## src/hdl/ctrlPkg.sv

```systemverilog
package ctrlPkg;

        typedef enum logic [3:0] {
                aluAdd,
                aluSub,
                aluAnd,
                aluOr,
                aluXor,
                aluNor,
                aluSlt,
                aluSltu,
                aluSll,
                aluSrl,
                aluSra,
                aluMul,         // Signed product
                aluMulu         // Unsigned product
        } aluOpT;

        typedef enum logic [1:0] {
                hiLoNone,
                hiLoMove,
                hiLoAdd,
                hiLoSub
        } hiLoOpT;

        typedef enum logic [1:0] {
                resNone,
                resReg,
                resHiLo,
                resIllegal
        } resKindT;

endpackage

```

## src/hdl/isaPkg.sv

```systemverilog
package isaPkg;

        typedef logic [31:0] instrT;
        typedef logic [4:0]  regAddrT;

        // Field positions in the instruction word
        localparam int opLsb    = 26;
        localparam int rtLsb    = 16;
        localparam int rdLsb    = 11;
        localparam int shamtLsb = 6;
        localparam int fnLsb    = 0;
        localparam int immWidth = 16;

        localparam logic [5:0] opSpecial  = 6'b000000;
        localparam logic [5:0] opSpecial2 = 6'b011100;
        localparam logic [5:0] opAddi     = 6'b001000;
        localparam logic [5:0] opAddiu    = 6'b001001;
        localparam logic [5:0] opSlti     = 6'b001010;
        localparam logic [5:0] opSltiu    = 6'b001011;
        localparam logic [5:0] opAndi     = 6'b001100;
        localparam logic [5:0] opOri      = 6'b001101;
        localparam logic [5:0] opXori     = 6'b001110;

        localparam logic [5:0] fnSll   = 6'b000000;
        localparam logic [5:0] fnSrl   = 6'b000010;
        localparam logic [5:0] fnSra   = 6'b000011;
        localparam logic [5:0] fnSllv  = 6'b000100;
        localparam logic [5:0] fnSrlv  = 6'b000110;
        localparam logic [5:0] fnSrav  = 6'b000111;
        localparam logic [5:0] fnMult  = 6'b011000;
        localparam logic [5:0] fnMultu = 6'b011001;
        localparam logic [5:0] fnAdd   = 6'b100000;
        localparam logic [5:0] fnAddu  = 6'b100001;
        localparam logic [5:0] fnSub   = 6'b100010;
        localparam logic [5:0] fnAnd   = 6'b100100;
        localparam logic [5:0] fnOr    = 6'b100101;
        localparam logic [5:0] fnXor   = 6'b100110;
        localparam logic [5:0] fnNor   = 6'b100111;
        localparam logic [5:0] fnSlt   = 6'b101010;
        localparam logic [5:0] fnSltu  = 6'b101011;

        // SPECIAL2 function codes
        localparam logic [5:0] fnMadd = 6'b000000;
        localparam logic [5:0] fnMul  = 6'b000010;
        localparam logic [5:0] fnMsub = 6'b000100;

endpackage
```

## src/hdl/exResIf.sv

```systemverilog
`timescale 1ns/1ps

interface exResIf #(
        parameter int dataWidth = 32
);

        logic                   valid;
        ctrlPkg::resKindT       kind;
        ctrlPkg::hiLoOpT        hiLoOp;
        isaPkg::regAddrT        dest;
        logic [dataWidth-1:0]   result;
        logic [2*dataWidth-1:0] product;    // Full {hi,lo} width

        modport ex(output valid, kind, hiLoOp, dest, result, product);
        modport res(input valid, kind, hiLoOp, dest, result, product);

endinterface

```

## src/hdl/decExIf.sv

```systemverilog
`timescale 1ns/1ps

interface decExIf #(
        parameter int dataWidth = 32
);

        logic                 valid;
        ctrlPkg::resKindT     kind;
        ctrlPkg::aluOpT       aluOp;
        ctrlPkg::hiLoOpT      hiLoOp;
        isaPkg::regAddrT      dest;
        logic [dataWidth-1:0] operandA;     // Shift amount for shifts
        logic [dataWidth-1:0] operandB;

        modport dec(output valid, kind, aluOp, hiLoOp, dest, operandA, operandB);
        modport ex(input valid, kind, aluOp, hiLoOp, dest, operandA, operandB);

endinterface

```

## src/hdl/mipsExecCore.sv

```systemverilog
`timescale 1ns/1ps

module mipsExecCore #(
        parameter int dataWidth = 32
) (
        input  logic                 clk,
        input  logic                 arstN,
        input  logic                 inValid,
        input  isaPkg::instrT        instr,
        input  logic [dataWidth-1:0] rsData,
        input  logic [dataWidth-1:0] rtData,
        output logic                 outValid,
        output isaPkg::regAddrT      outDest,
        output logic [dataWidth-1:0] outData,
        output logic [dataWidth-1:0] hi,
        output logic [dataWidth-1:0] lo,
        output logic                 badInstr
);

        decExIf #(.dataWidth(dataWidth)) decEx ();
        exResIf #(.dataWidth(dataWidth)) exRes ();

        instrDecoder #(.dataWidth(dataWidth)) instrDecoder_inst (
                .clk     (clk),
                .arstN   (arstN),
                .inValid (inValid),
                .instr   (instr),
                .rsData  (rsData),
                .rtData  (rtData),
                .decOut  (decEx.dec)
        );

        aluExecute #(.dataWidth(dataWidth)) aluExecute_inst (
                .clk   (clk),
                .arstN (arstN),
                .exIn  (decEx.ex),
                .exOut (exRes.ex)
        );

        resultStage #(.dataWidth(dataWidth)) resultStage_inst (
                .clk      (clk),
                .arstN    (arstN),
                .resIn    (exRes.res),
                .outValid (outValid),
                .badInstr (badInstr),
                .outDest  (outDest),
                .outData  (outData),
                .hi       (hi),
                .lo       (lo)
        );

endmodule

```

## src/hdl/resultStage.sv

```systemverilog
`timescale 1ns/1ps

module resultStage #(
        parameter int dataWidth = 32
) (
        input  logic                 clk,
        input  logic                 arstN,
        exResIf.res                  resIn,
        output logic                 outValid,
        output logic                 badInstr,
        output isaPkg::regAddrT      outDest,
        output logic [dataWidth-1:0] outData,
        output logic [dataWidth-1:0] hi,
        output logic [dataWidth-1:0] lo
);

        logic                   isReg;
        logic                   isHiLo;
        logic                   isIllegal;
        logic [2*dataWidth-1:0] acc;
        logic [2*dataWidth-1:0] accNext;

        assign isReg     = resIn.valid && resIn.kind == ctrlPkg::resReg;
        assign isHiLo    = resIn.valid && resIn.kind == ctrlPkg::resHiLo;
        assign isIllegal = resIn.valid && resIn.kind == ctrlPkg::resIllegal;

        always_comb begin
                case (resIn.hiLoOp)
                        ctrlPkg::hiLoMove: accNext = resIn.product;
                        ctrlPkg::hiLoAdd:  accNext = acc + resIn.product;  // Wraps at 2W
                        ctrlPkg::hiLoSub:  accNext = acc - resIn.product;
                        default:           accNext = acc;
                endcase
        end

        always_ff @(posedge clk or negedge arstN) begin
                if (!arstN) begin
                        outValid <= 1'b0;
                        badInstr <= 1'b0;
                        acc      <= '0;
                end else begin
                        outValid <= isReg;
                        badInstr <= isIllegal;
                        if (isHiLo)
                                acc <= accNext;
                end
        end

        always_ff @(posedge clk) begin
                if (isReg) begin
                        outDest <= resIn.dest;
                        outData <= resIn.result;
                end
        end

        assign hi = acc[2*dataWidth-1:dataWidth];
        assign lo = acc[dataWidth-1:0];

        // Accumulator kind must carry a real Hi/Lo operation
        hiLoOpSet: assert property (@(posedge clk) disable iff (!arstN)
                isHiLo |-> resIn.hiLoOp != ctrlPkg::hiLoNone);

endmodule

```

## src/hdl/aluExecute.sv

```systemverilog
`timescale 1ns/1ps

module aluExecute #(
        parameter int dataWidth = 32
) (
        input  logic clk,
        input  logic arstN,
        decExIf.ex   exIn,
        exResIf.ex   exOut
);

        logic [4:0]             shAmt;
        logic                   signedMul;
        logic [2*dataWidth-1:0] mulA;
        logic [2*dataWidth-1:0] mulB;
        logic [2*dataWidth-1:0] product;
        logic [dataWidth-1:0]   aluRes;

        assign shAmt = exIn.operandA[4:0];

        //////////////////////////////////////////////////
        // Multiplier
        //////////////////////////////////////////////////
        assign signedMul = exIn.aluOp != ctrlPkg::aluMulu;
        assign mulA      = {{dataWidth{signedMul & exIn.operandA[dataWidth-1]}}, exIn.operandA};
        assign mulB      = {{dataWidth{signedMul & exIn.operandB[dataWidth-1]}}, exIn.operandB};
        assign product   = mulA * mulB;         // Low 2W bits are exact

        //////////////////////////////////////////////////
        // ALU and shifter
        //////////////////////////////////////////////////
        always_comb begin
                case (exIn.aluOp)
                        ctrlPkg::aluAdd: aluRes = exIn.operandA + exIn.operandB;
                        ctrlPkg::aluSub: aluRes = exIn.operandA - exIn.operandB;
                        ctrlPkg::aluAnd: aluRes = exIn.operandA & exIn.operandB;
                        ctrlPkg::aluOr:  aluRes = exIn.operandA | exIn.operandB;
                        ctrlPkg::aluXor: aluRes = exIn.operandA ^ exIn.operandB;
                        ctrlPkg::aluNor: aluRes = ~(exIn.operandA | exIn.operandB);
                        ctrlPkg::aluSlt:
                                aluRes = {{(dataWidth-1){1'b0}},
                                          $signed(exIn.operandA) < $signed(exIn.operandB)};
                        ctrlPkg::aluSltu:
                                aluRes = {{(dataWidth-1){1'b0}}, exIn.operandA < exIn.operandB};
                        ctrlPkg::aluSll: aluRes = exIn.operandB << shAmt;
                        ctrlPkg::aluSrl: aluRes = exIn.operandB >> shAmt;
                        ctrlPkg::aluSra: aluRes = $unsigned($signed(exIn.operandB) >>> shAmt);
                        ctrlPkg::aluMul, ctrlPkg::aluMulu:
                                aluRes = product[dataWidth-1:0];    // MUL result
                        default: aluRes = '0;
                endcase
        end

        always_ff @(posedge clk or negedge arstN) begin
                if (!arstN)
                        exOut.valid <= 1'b0;
                else
                        exOut.valid <= exIn.valid;
        end

        always_ff @(posedge clk) begin
                exOut.kind    <= exIn.kind;
                exOut.hiLoOp  <= exIn.hiLoOp;
                exOut.dest    <= exIn.dest;
                exOut.result  <= aluRes;
                exOut.product <= product;
        end

endmodule

```

## src/hdl/instrDecoder.sv

```systemverilog
`timescale 1ns/1ps

module instrDecoder #(
        parameter int dataWidth = 32
) (
        input  logic                 clk,
        input  logic                 arstN,
        input  logic                 inValid,
        input  isaPkg::instrT        instr,
        input  logic [dataWidth-1:0] rsData,
        input  logic [dataWidth-1:0] rtData,
        decExIf.dec                  decOut
);

        logic [5:0]                   opcode;
        logic [5:0]                   funct;
        logic [4:0]                   shamt;
        logic [isaPkg::immWidth-1:0]  imm;
        isaPkg::regAddrT              rtAddr;
        isaPkg::regAddrT              rdAddr;
        logic                         immSel;
        logic                         zeroExt;
        logic                         shiftImm;
        logic [dataWidth-1:0]         immExt;
        ctrlPkg::resKindT             kindNext;
        ctrlPkg::aluOpT               aluNext;
        ctrlPkg::hiLoOpT              hiLoNext;

        assign opcode = instr[isaPkg::opLsb +: 6];
        assign funct  = instr[isaPkg::fnLsb +: 6];
        assign shamt  = instr[isaPkg::shamtLsb +: 5];
        assign imm    = instr[0 +: isaPkg::immWidth];
        assign rtAddr = instr[isaPkg::rtLsb +: 5];
        assign rdAddr = instr[isaPkg::rdLsb +: 5];

        assign immSel   = !(opcode inside {isaPkg::opSpecial, isaPkg::opSpecial2});
        assign zeroExt  = opcode inside {isaPkg::opAndi, isaPkg::opOri, isaPkg::opXori};
        assign shiftImm = (opcode == isaPkg::opSpecial) &&
                          (funct inside {isaPkg::fnSll, isaPkg::fnSrl, isaPkg::fnSra});
        assign immExt   = {{(dataWidth-isaPkg::immWidth){imm[15] & ~zeroExt}}, imm};

        //////////////////////////////////////////////////
        // Opcode and function decode
        //////////////////////////////////////////////////
        always_comb begin
                kindNext = ctrlPkg::resReg;
                aluNext  = ctrlPkg::aluAdd;
                hiLoNext = ctrlPkg::hiLoNone;
                case (opcode)
                        isaPkg::opSpecial: begin
                                case (funct)
                                        isaPkg::fnSll, isaPkg::fnSllv: aluNext = ctrlPkg::aluSll;
                                        isaPkg::fnSrl, isaPkg::fnSrlv: aluNext = ctrlPkg::aluSrl;
                                        isaPkg::fnSra, isaPkg::fnSrav: aluNext = ctrlPkg::aluSra;
                                        isaPkg::fnAdd, isaPkg::fnAddu: aluNext = ctrlPkg::aluAdd;
                                        isaPkg::fnSub:  aluNext = ctrlPkg::aluSub;
                                        isaPkg::fnAnd:  aluNext = ctrlPkg::aluAnd;
                                        isaPkg::fnOr:   aluNext = ctrlPkg::aluOr;
                                        isaPkg::fnXor:  aluNext = ctrlPkg::aluXor;
                                        isaPkg::fnNor:  aluNext = ctrlPkg::aluNor;
                                        isaPkg::fnSlt:  aluNext = ctrlPkg::aluSlt;
                                        isaPkg::fnSltu: aluNext = ctrlPkg::aluSltu;
                                        isaPkg::fnMult: begin
                                                kindNext = ctrlPkg::resHiLo;
                                                aluNext  = ctrlPkg::aluMul;
                                                hiLoNext = ctrlPkg::hiLoMove;
                                        end
                                        isaPkg::fnMultu: begin
                                                kindNext = ctrlPkg::resHiLo;
                                                aluNext  = ctrlPkg::aluMulu;
                                                hiLoNext = ctrlPkg::hiLoMove;
                                        end
                                        default: kindNext = ctrlPkg::resIllegal;
                                endcase
                        end
                        isaPkg::opSpecial2: begin
                                aluNext = ctrlPkg::aluMul;
                                case (funct)
                                        isaPkg::fnMul: kindNext = ctrlPkg::resReg;
                                        isaPkg::fnMadd: begin
                                                kindNext = ctrlPkg::resHiLo;
                                                hiLoNext = ctrlPkg::hiLoAdd;
                                        end
                                        isaPkg::fnMsub: begin
                                                kindNext = ctrlPkg::resHiLo;
                                                hiLoNext = ctrlPkg::hiLoSub;
                                        end
                                        default: kindNext = ctrlPkg::resIllegal;
                                endcase
                        end
                        isaPkg::opAddi, isaPkg::opAddiu: aluNext = ctrlPkg::aluAdd;
                        isaPkg::opSlti:  aluNext = ctrlPkg::aluSlt;
                        isaPkg::opSltiu: aluNext = ctrlPkg::aluSltu;
                        isaPkg::opAndi:  aluNext = ctrlPkg::aluAnd;
                        isaPkg::opOri:   aluNext = ctrlPkg::aluOr;
                        isaPkg::opXori:  aluNext = ctrlPkg::aluXor;
                        default:         kindNext = ctrlPkg::resIllegal;
                endcase
                if (instr == '0)
                        kindNext = ctrlPkg::resNone;        // NOP only
        end

        always_ff @(posedge clk or negedge arstN) begin
                if (!arstN)
                        decOut.valid <= 1'b0;
                else
                        decOut.valid <= inValid;
        end

        always_ff @(posedge clk) begin
                decOut.kind     <= kindNext;
                decOut.aluOp    <= aluNext;
                decOut.hiLoOp   <= hiLoNext;
                decOut.dest     <= immSel ? rtAddr : rdAddr;
                decOut.operandA <= shiftImm ? {{(dataWidth-5){1'b0}}, shamt} : rsData;
                decOut.operandB <= immSel ? immExt : rtData;
        end

        aluOpKnown: assert property (@(posedge clk) disable iff (!arstN)
                decOut.valid |-> !$isunknown(decOut.aluOp));

endmodule

```

## config.mk

```make
export PLATFORM = sky130hd
export DESIGN_NAME = mipsExecCore
export DESIGN_NICKNAME = d
export VERILOG_FILES = /design/src/hdl/ctrlPkg.sv /design/src/hdl/isaPkg.sv /design/src/hdl/exResIf.sv /design/src/hdl/decExIf.sv /design/src/hdl/mipsExecCore.sv /design/src/hdl/resultStage.sv /design/src/hdl/aluExecute.sv /design/src/hdl/instrDecoder.sv
export SDC_FILE = /design/constraint.sdc
export NUM_CORES = 2
export LEC_CHECK = 0
export BUFFER_PORTS_ARGS = -buffer_cell sky130_fd_sc_hd__buf_2
export CAP_MARGIN = 10
export CELL_PAD_IN_SITES_DETAIL_PLACEMENT = 0
export CELL_PAD_IN_SITES_GLOBAL_PLACEMENT = 2
export CORE_MARGIN = 2
export CORE_UTILIZATION = 44
export CTS_CLUSTER_SIZE = 25
export DETAILED_ROUTE_END_ITERATION = 8
export PLACE_DENSITY_LB_ADDON = 0.12
export SYNTH_ARGS = -nofsm -noshare
export SYNTH_HDL_FRONTEND = slang
export SYNTH_HIERARCHICAL = 1
export SYNTH_SLANG_ARGS = --single-unit
```

## constraint.sdc

```tcl
create_clock -name clk -period 17.3 [get_ports clk]
set_input_delay 0.865 -clock clk [delete_from_list [all_inputs] [get_ports clk]]
set_output_delay 0.865 -clock clk [all_outputs]
set_load 0.01 [all_outputs]
```

==> metrics.md <==
| Metric | Value |
|---|---|
| Layout area overhead | `6.642%` |
| Full die area | `137900 sq um` |
| Worst-skew pair later-pin latency | `0.64 ns` |
| Outcome | `finished clean` |
| Core area | `133600 sq um` |
| Number of I/O port buffers | `201` |
| Number of max-cap violations | `0` |
| Worst flop-to-flop path startpoint | `instrDecoder_inst/decOut.operandA[31]$_SDFF_PP0_` |
| Residual DRC | `0` |
| WP data arrival | `10.58 ns` |
| WS Path Type | `reg -> reg` |
| Rel. slew slack | `15.06%` |
| Data required time at the worst endpoint | `approximately 18 ns` |
| Setup Viol. Count Final | `0` |
| R2R Path End | `aluExecute_inst/exOut.product[63]$_DFF_P_` |
| Dpl hpwl | `190.3 mm` |
| Tmin final | `10.08 ns` |
| First drt pass iteration count | `7` |
| Multi-input logic area | `46550 sq um` |
| Initial DRC count | `around 4.4k` |
| Layout cells sized above 1 | `6.707%` |
| Initial antenna violation count | `18` |
| Number of top-level pins | `202` |
| Synthesized Nets | `8598` |
| Final Hold Fails | `0` |
| Clock sinks | `around 290` |
| Syn_area_per_cell | `8.481 sq um` |
| Final Cycle Share | `58.26%` |
| Starting density of the core | `44.42%` |
| Clock slew at reported path FFs | `0.06 ns` |
| Number of synthesized flops with an enable pin | `37` |
| Horiz. Die Dim | `371.3 microns` |
| Setup TNS | `0 ns` |
| Via Count | `50.45k` |
| Count leader, synth | `inv_1` |
| GPL Wtd Cong | `1.014` |
| Commonest cells post-synth | `inv_1 (1271), fa_1 (1128), nand2_1 (1006)` |
| Layout net count | `~8.6k` |
| Mapped Cells | `6999` |
| Startpoint Class | `flip-flop` |
| Final worst clock skew | `0.05073 ns` |
| Seq/Total Area, Yosys | `10.88%` |
| Post-Place Worst Slack | `around 7.3 ns` |
| Yosys top cell by area | `fa_1` |
| Synth Flop Type | `dfxtp_1` |
| Crit end category | `flip-flop` |
| Reg2reg setup slack | `7.22 ns` |
| Die Height | `371.3 microns` |
| #FFs+latches synth | `287` |
| CP Max Fanout | `30` |
| Flip-flop and latch area | `6476 sq um` |
| Max-slew violations | `0` |
| Cts repair resizes | `0` |
| DRT Wirelength | `241.5 mm` |
| # fillers | `13.31k` |
| FMAX | `0.09921 GHz` |
| Grt total ovfl | `0` |
| First-pass GRT wire length | `355.9 mm` |
| Slack of the critical path | `7.220 ns` |
| H-Tree Depth | `2` |
| Mapped cell area | `slightly below 60000 sq um` |
| Vias in the first global route | `52.40k` |
| Worst-case clock buffer depth | `3` |
| Num CTS Buffers | `39` |
| Via/cell ratio | `5.757` |
| GRT Total Usage | `~35%` |
| R2R depth | `27` |
| Hold buffer count at CTS | `0` |
| Hold WC Path Type | `in -> async` |
| YS warnings | `6` |
| Largest net degree at the start of global routing | `66` |
| Top cells by area, synth | `fa_1 (38%), inv_1 (8.0%), ha_1 (7.8%), nand2_1 (6.4%), dfxtp_1 (6.1%)` |
| Synth cell types | `~100` |
| CTS tree | `built` |
| Fraction of registers with async set or reset after synthesis | `roughly a quarter` |
| RSZ-0062 raised after global routing | `false` |
| DR WL/cell | `27.56 microns` |
| DRT antenna net count | `0` |
| Rows | `134` |
| Post-CTS setup buffers | `0` |
| Yosys top cell area share | `38.04%` |
| Slew @ Worst Pin | `1.265 ns` |
| Root Driver | `clkbuf_16` |
-- layer usage --
metal | global-route usage, % | share of wire [%] | up-vias
li1 | - | - | 21920
met1 | 49.39 | 43 | 25670
met2 | 53.73 | 43 | 2369
met3 | 7.371 | 9.1 | 474
met4 | 13.83 | 4.6 | 10
met5 | 0 | 0.031 | -
-- logic make-up (layout without fill, tap and decap cells) --
kind of cell               Yosys count  after routing  synth area share [%]
other                                0              2                     0
xor gates and xnor gates           202            202                 2.981
muxes                              136            136                 2.702
DFF                                287            287                 10.88
and+or+nand+nor                   2073           2073                 14.82
AOI/OAI and AO/OA                 1114           1114                 11.92
adders and majority gates         1500           1500                 45.88
buffers and inverters             1687           1681                 10.82
-- state kept, by name, indices dropped and copies added, names as in the netlist, 2 cells and up --
name,cells
aluExecute_inst/exOut.product,64
resultStage_inst/acc,64
aluExecute_inst/exOut.result,32
instrDecoder_inst/decOut.operandA,32
instrDecoder_inst/decOut.operandB,32
resultStage_inst/outData,32
aluExecute_inst/exOut.dest,5
instrDecoder_inst/decOut.dest,5
resultStage_inst/outDest,5
instrDecoder_inst/decOut.aluOp,4
aluExecute_inst/exOut.hiLoOp,2
aluExecute_inst/exOut.kind,2
instrDecoder_inst/decOut.hiLoOp,2
instrDecoder_inst/decOut.kind,2
-- worst max-delay path by stage --
stage,startpoint,end,slack (ns),cells past startpoint
finish,instrDecoder_inst/decOut.operandA[31]$_SDFF_PP0_,aluExecute_inst/exOut.product[63]$_DFF_P_,7.22,27
CTS,instrDecoder_inst/decOut.operandA[31]$_SDFF_PP0_,aluExecute_inst/exOut.product[63]$_DFF_P_,7.23,28
floorplan,instrDecoder_inst/decOut.aluOp[0]$_DFF_P_,aluExecute_inst/exOut.product[63]$_DFF_P_,8.66,28
global route,instrDecoder_inst/decOut.operandA[31]$_SDFF_PP0_,aluExecute_inst/exOut.product[63]$_DFF_P_,6.72,28
detailed placement,instrDecoder_inst/decOut.operandA[31]$_SDFF_PP0_,aluExecute_inst/exOut.product[63]$_DFF_P_,7.27,28
global placement,instrDecoder_inst/decOut.operandA[31]$_SDFF_PP0_,aluExecute_inst/exOut.product[63]$_DFF_P_,7.35,28
-- area by class of cell --
cell class	instances	area share, %
diodes	2	0.007906
clock buffers	48	1.611
clock inverters	23	0.4941
inverters	1294	7.673
multi-input cells	5025	73.53
flip-flops and latches	287	10.23
well taps	1768	3.495
repair buffers	316	2.957
-- placed cells by master (no fill, tap or decap), drive strengths merged, types with 115 or more instances in the layout --
| cell type | synthesis | final |
|---|---|---|
| dfxtp | 182 | 182 |
| fa | 1128 | 1128 |
| o21ai | 286 | 286 |
| a21oi | 306 | 306 |
| inv | 1281 | 1289 |
| buf | 91 | 316 |
| nand2 | 1006 | 1006 |
| xnor2 | 115 | 115 |
| ha | 372 | 372 |
| nor2 | 659 | 659 |
-- metrics by stage --
| stage | util [%] | hold WS, ns | cell area (sq um) | instances |
|---|---|---|---|---|
| final | 47.37 | 0.1203 | 63300 | 8763 |
| after global routing | 47.37 | 0.1188 | 63300 | 8761 |
| after CTS | 47.37 | 0.09082 | 63300 | 8761 |
| after detailed placement | 46.37 | 0.3121 | 61960 | 8690 |
| after global placement | 46.37 | 0.3100 | 61960 | 8690 |
| after floorplan | - | 0.3096 | 59360 | 6999 |
-- critical path, stage by stage (launching register included) --
cell,delay (ns)
dfxtp_1,0.31
buf_4,0.37
inv_1,0.47
a31oi_2,0.29
buf_4,0.36
nand2_1,0.15
inv_1,0.18
fa_1,0.50
fa_1,0.57
fa_1,0.62
inv_1,0.32
fa_1,1.11
inv_1,0.31
fa_1,0.52
fa_1,0.55
inv_1,0.05
fa_1,0.45
fa_1,0.49
inv_1,0.04
ha_1,0.44
nand4_1,0.16
or3_1,0.32
o211a_1,0.27
a21oi_1,0.27
o31ai_1,0.15
a21oi_1,0.23
nor4_1,0.07
a311o_1,0.33
Power is not shown: default switching activity piles up to over one toggle a cycle in this logic, so the estimate is an artifact.
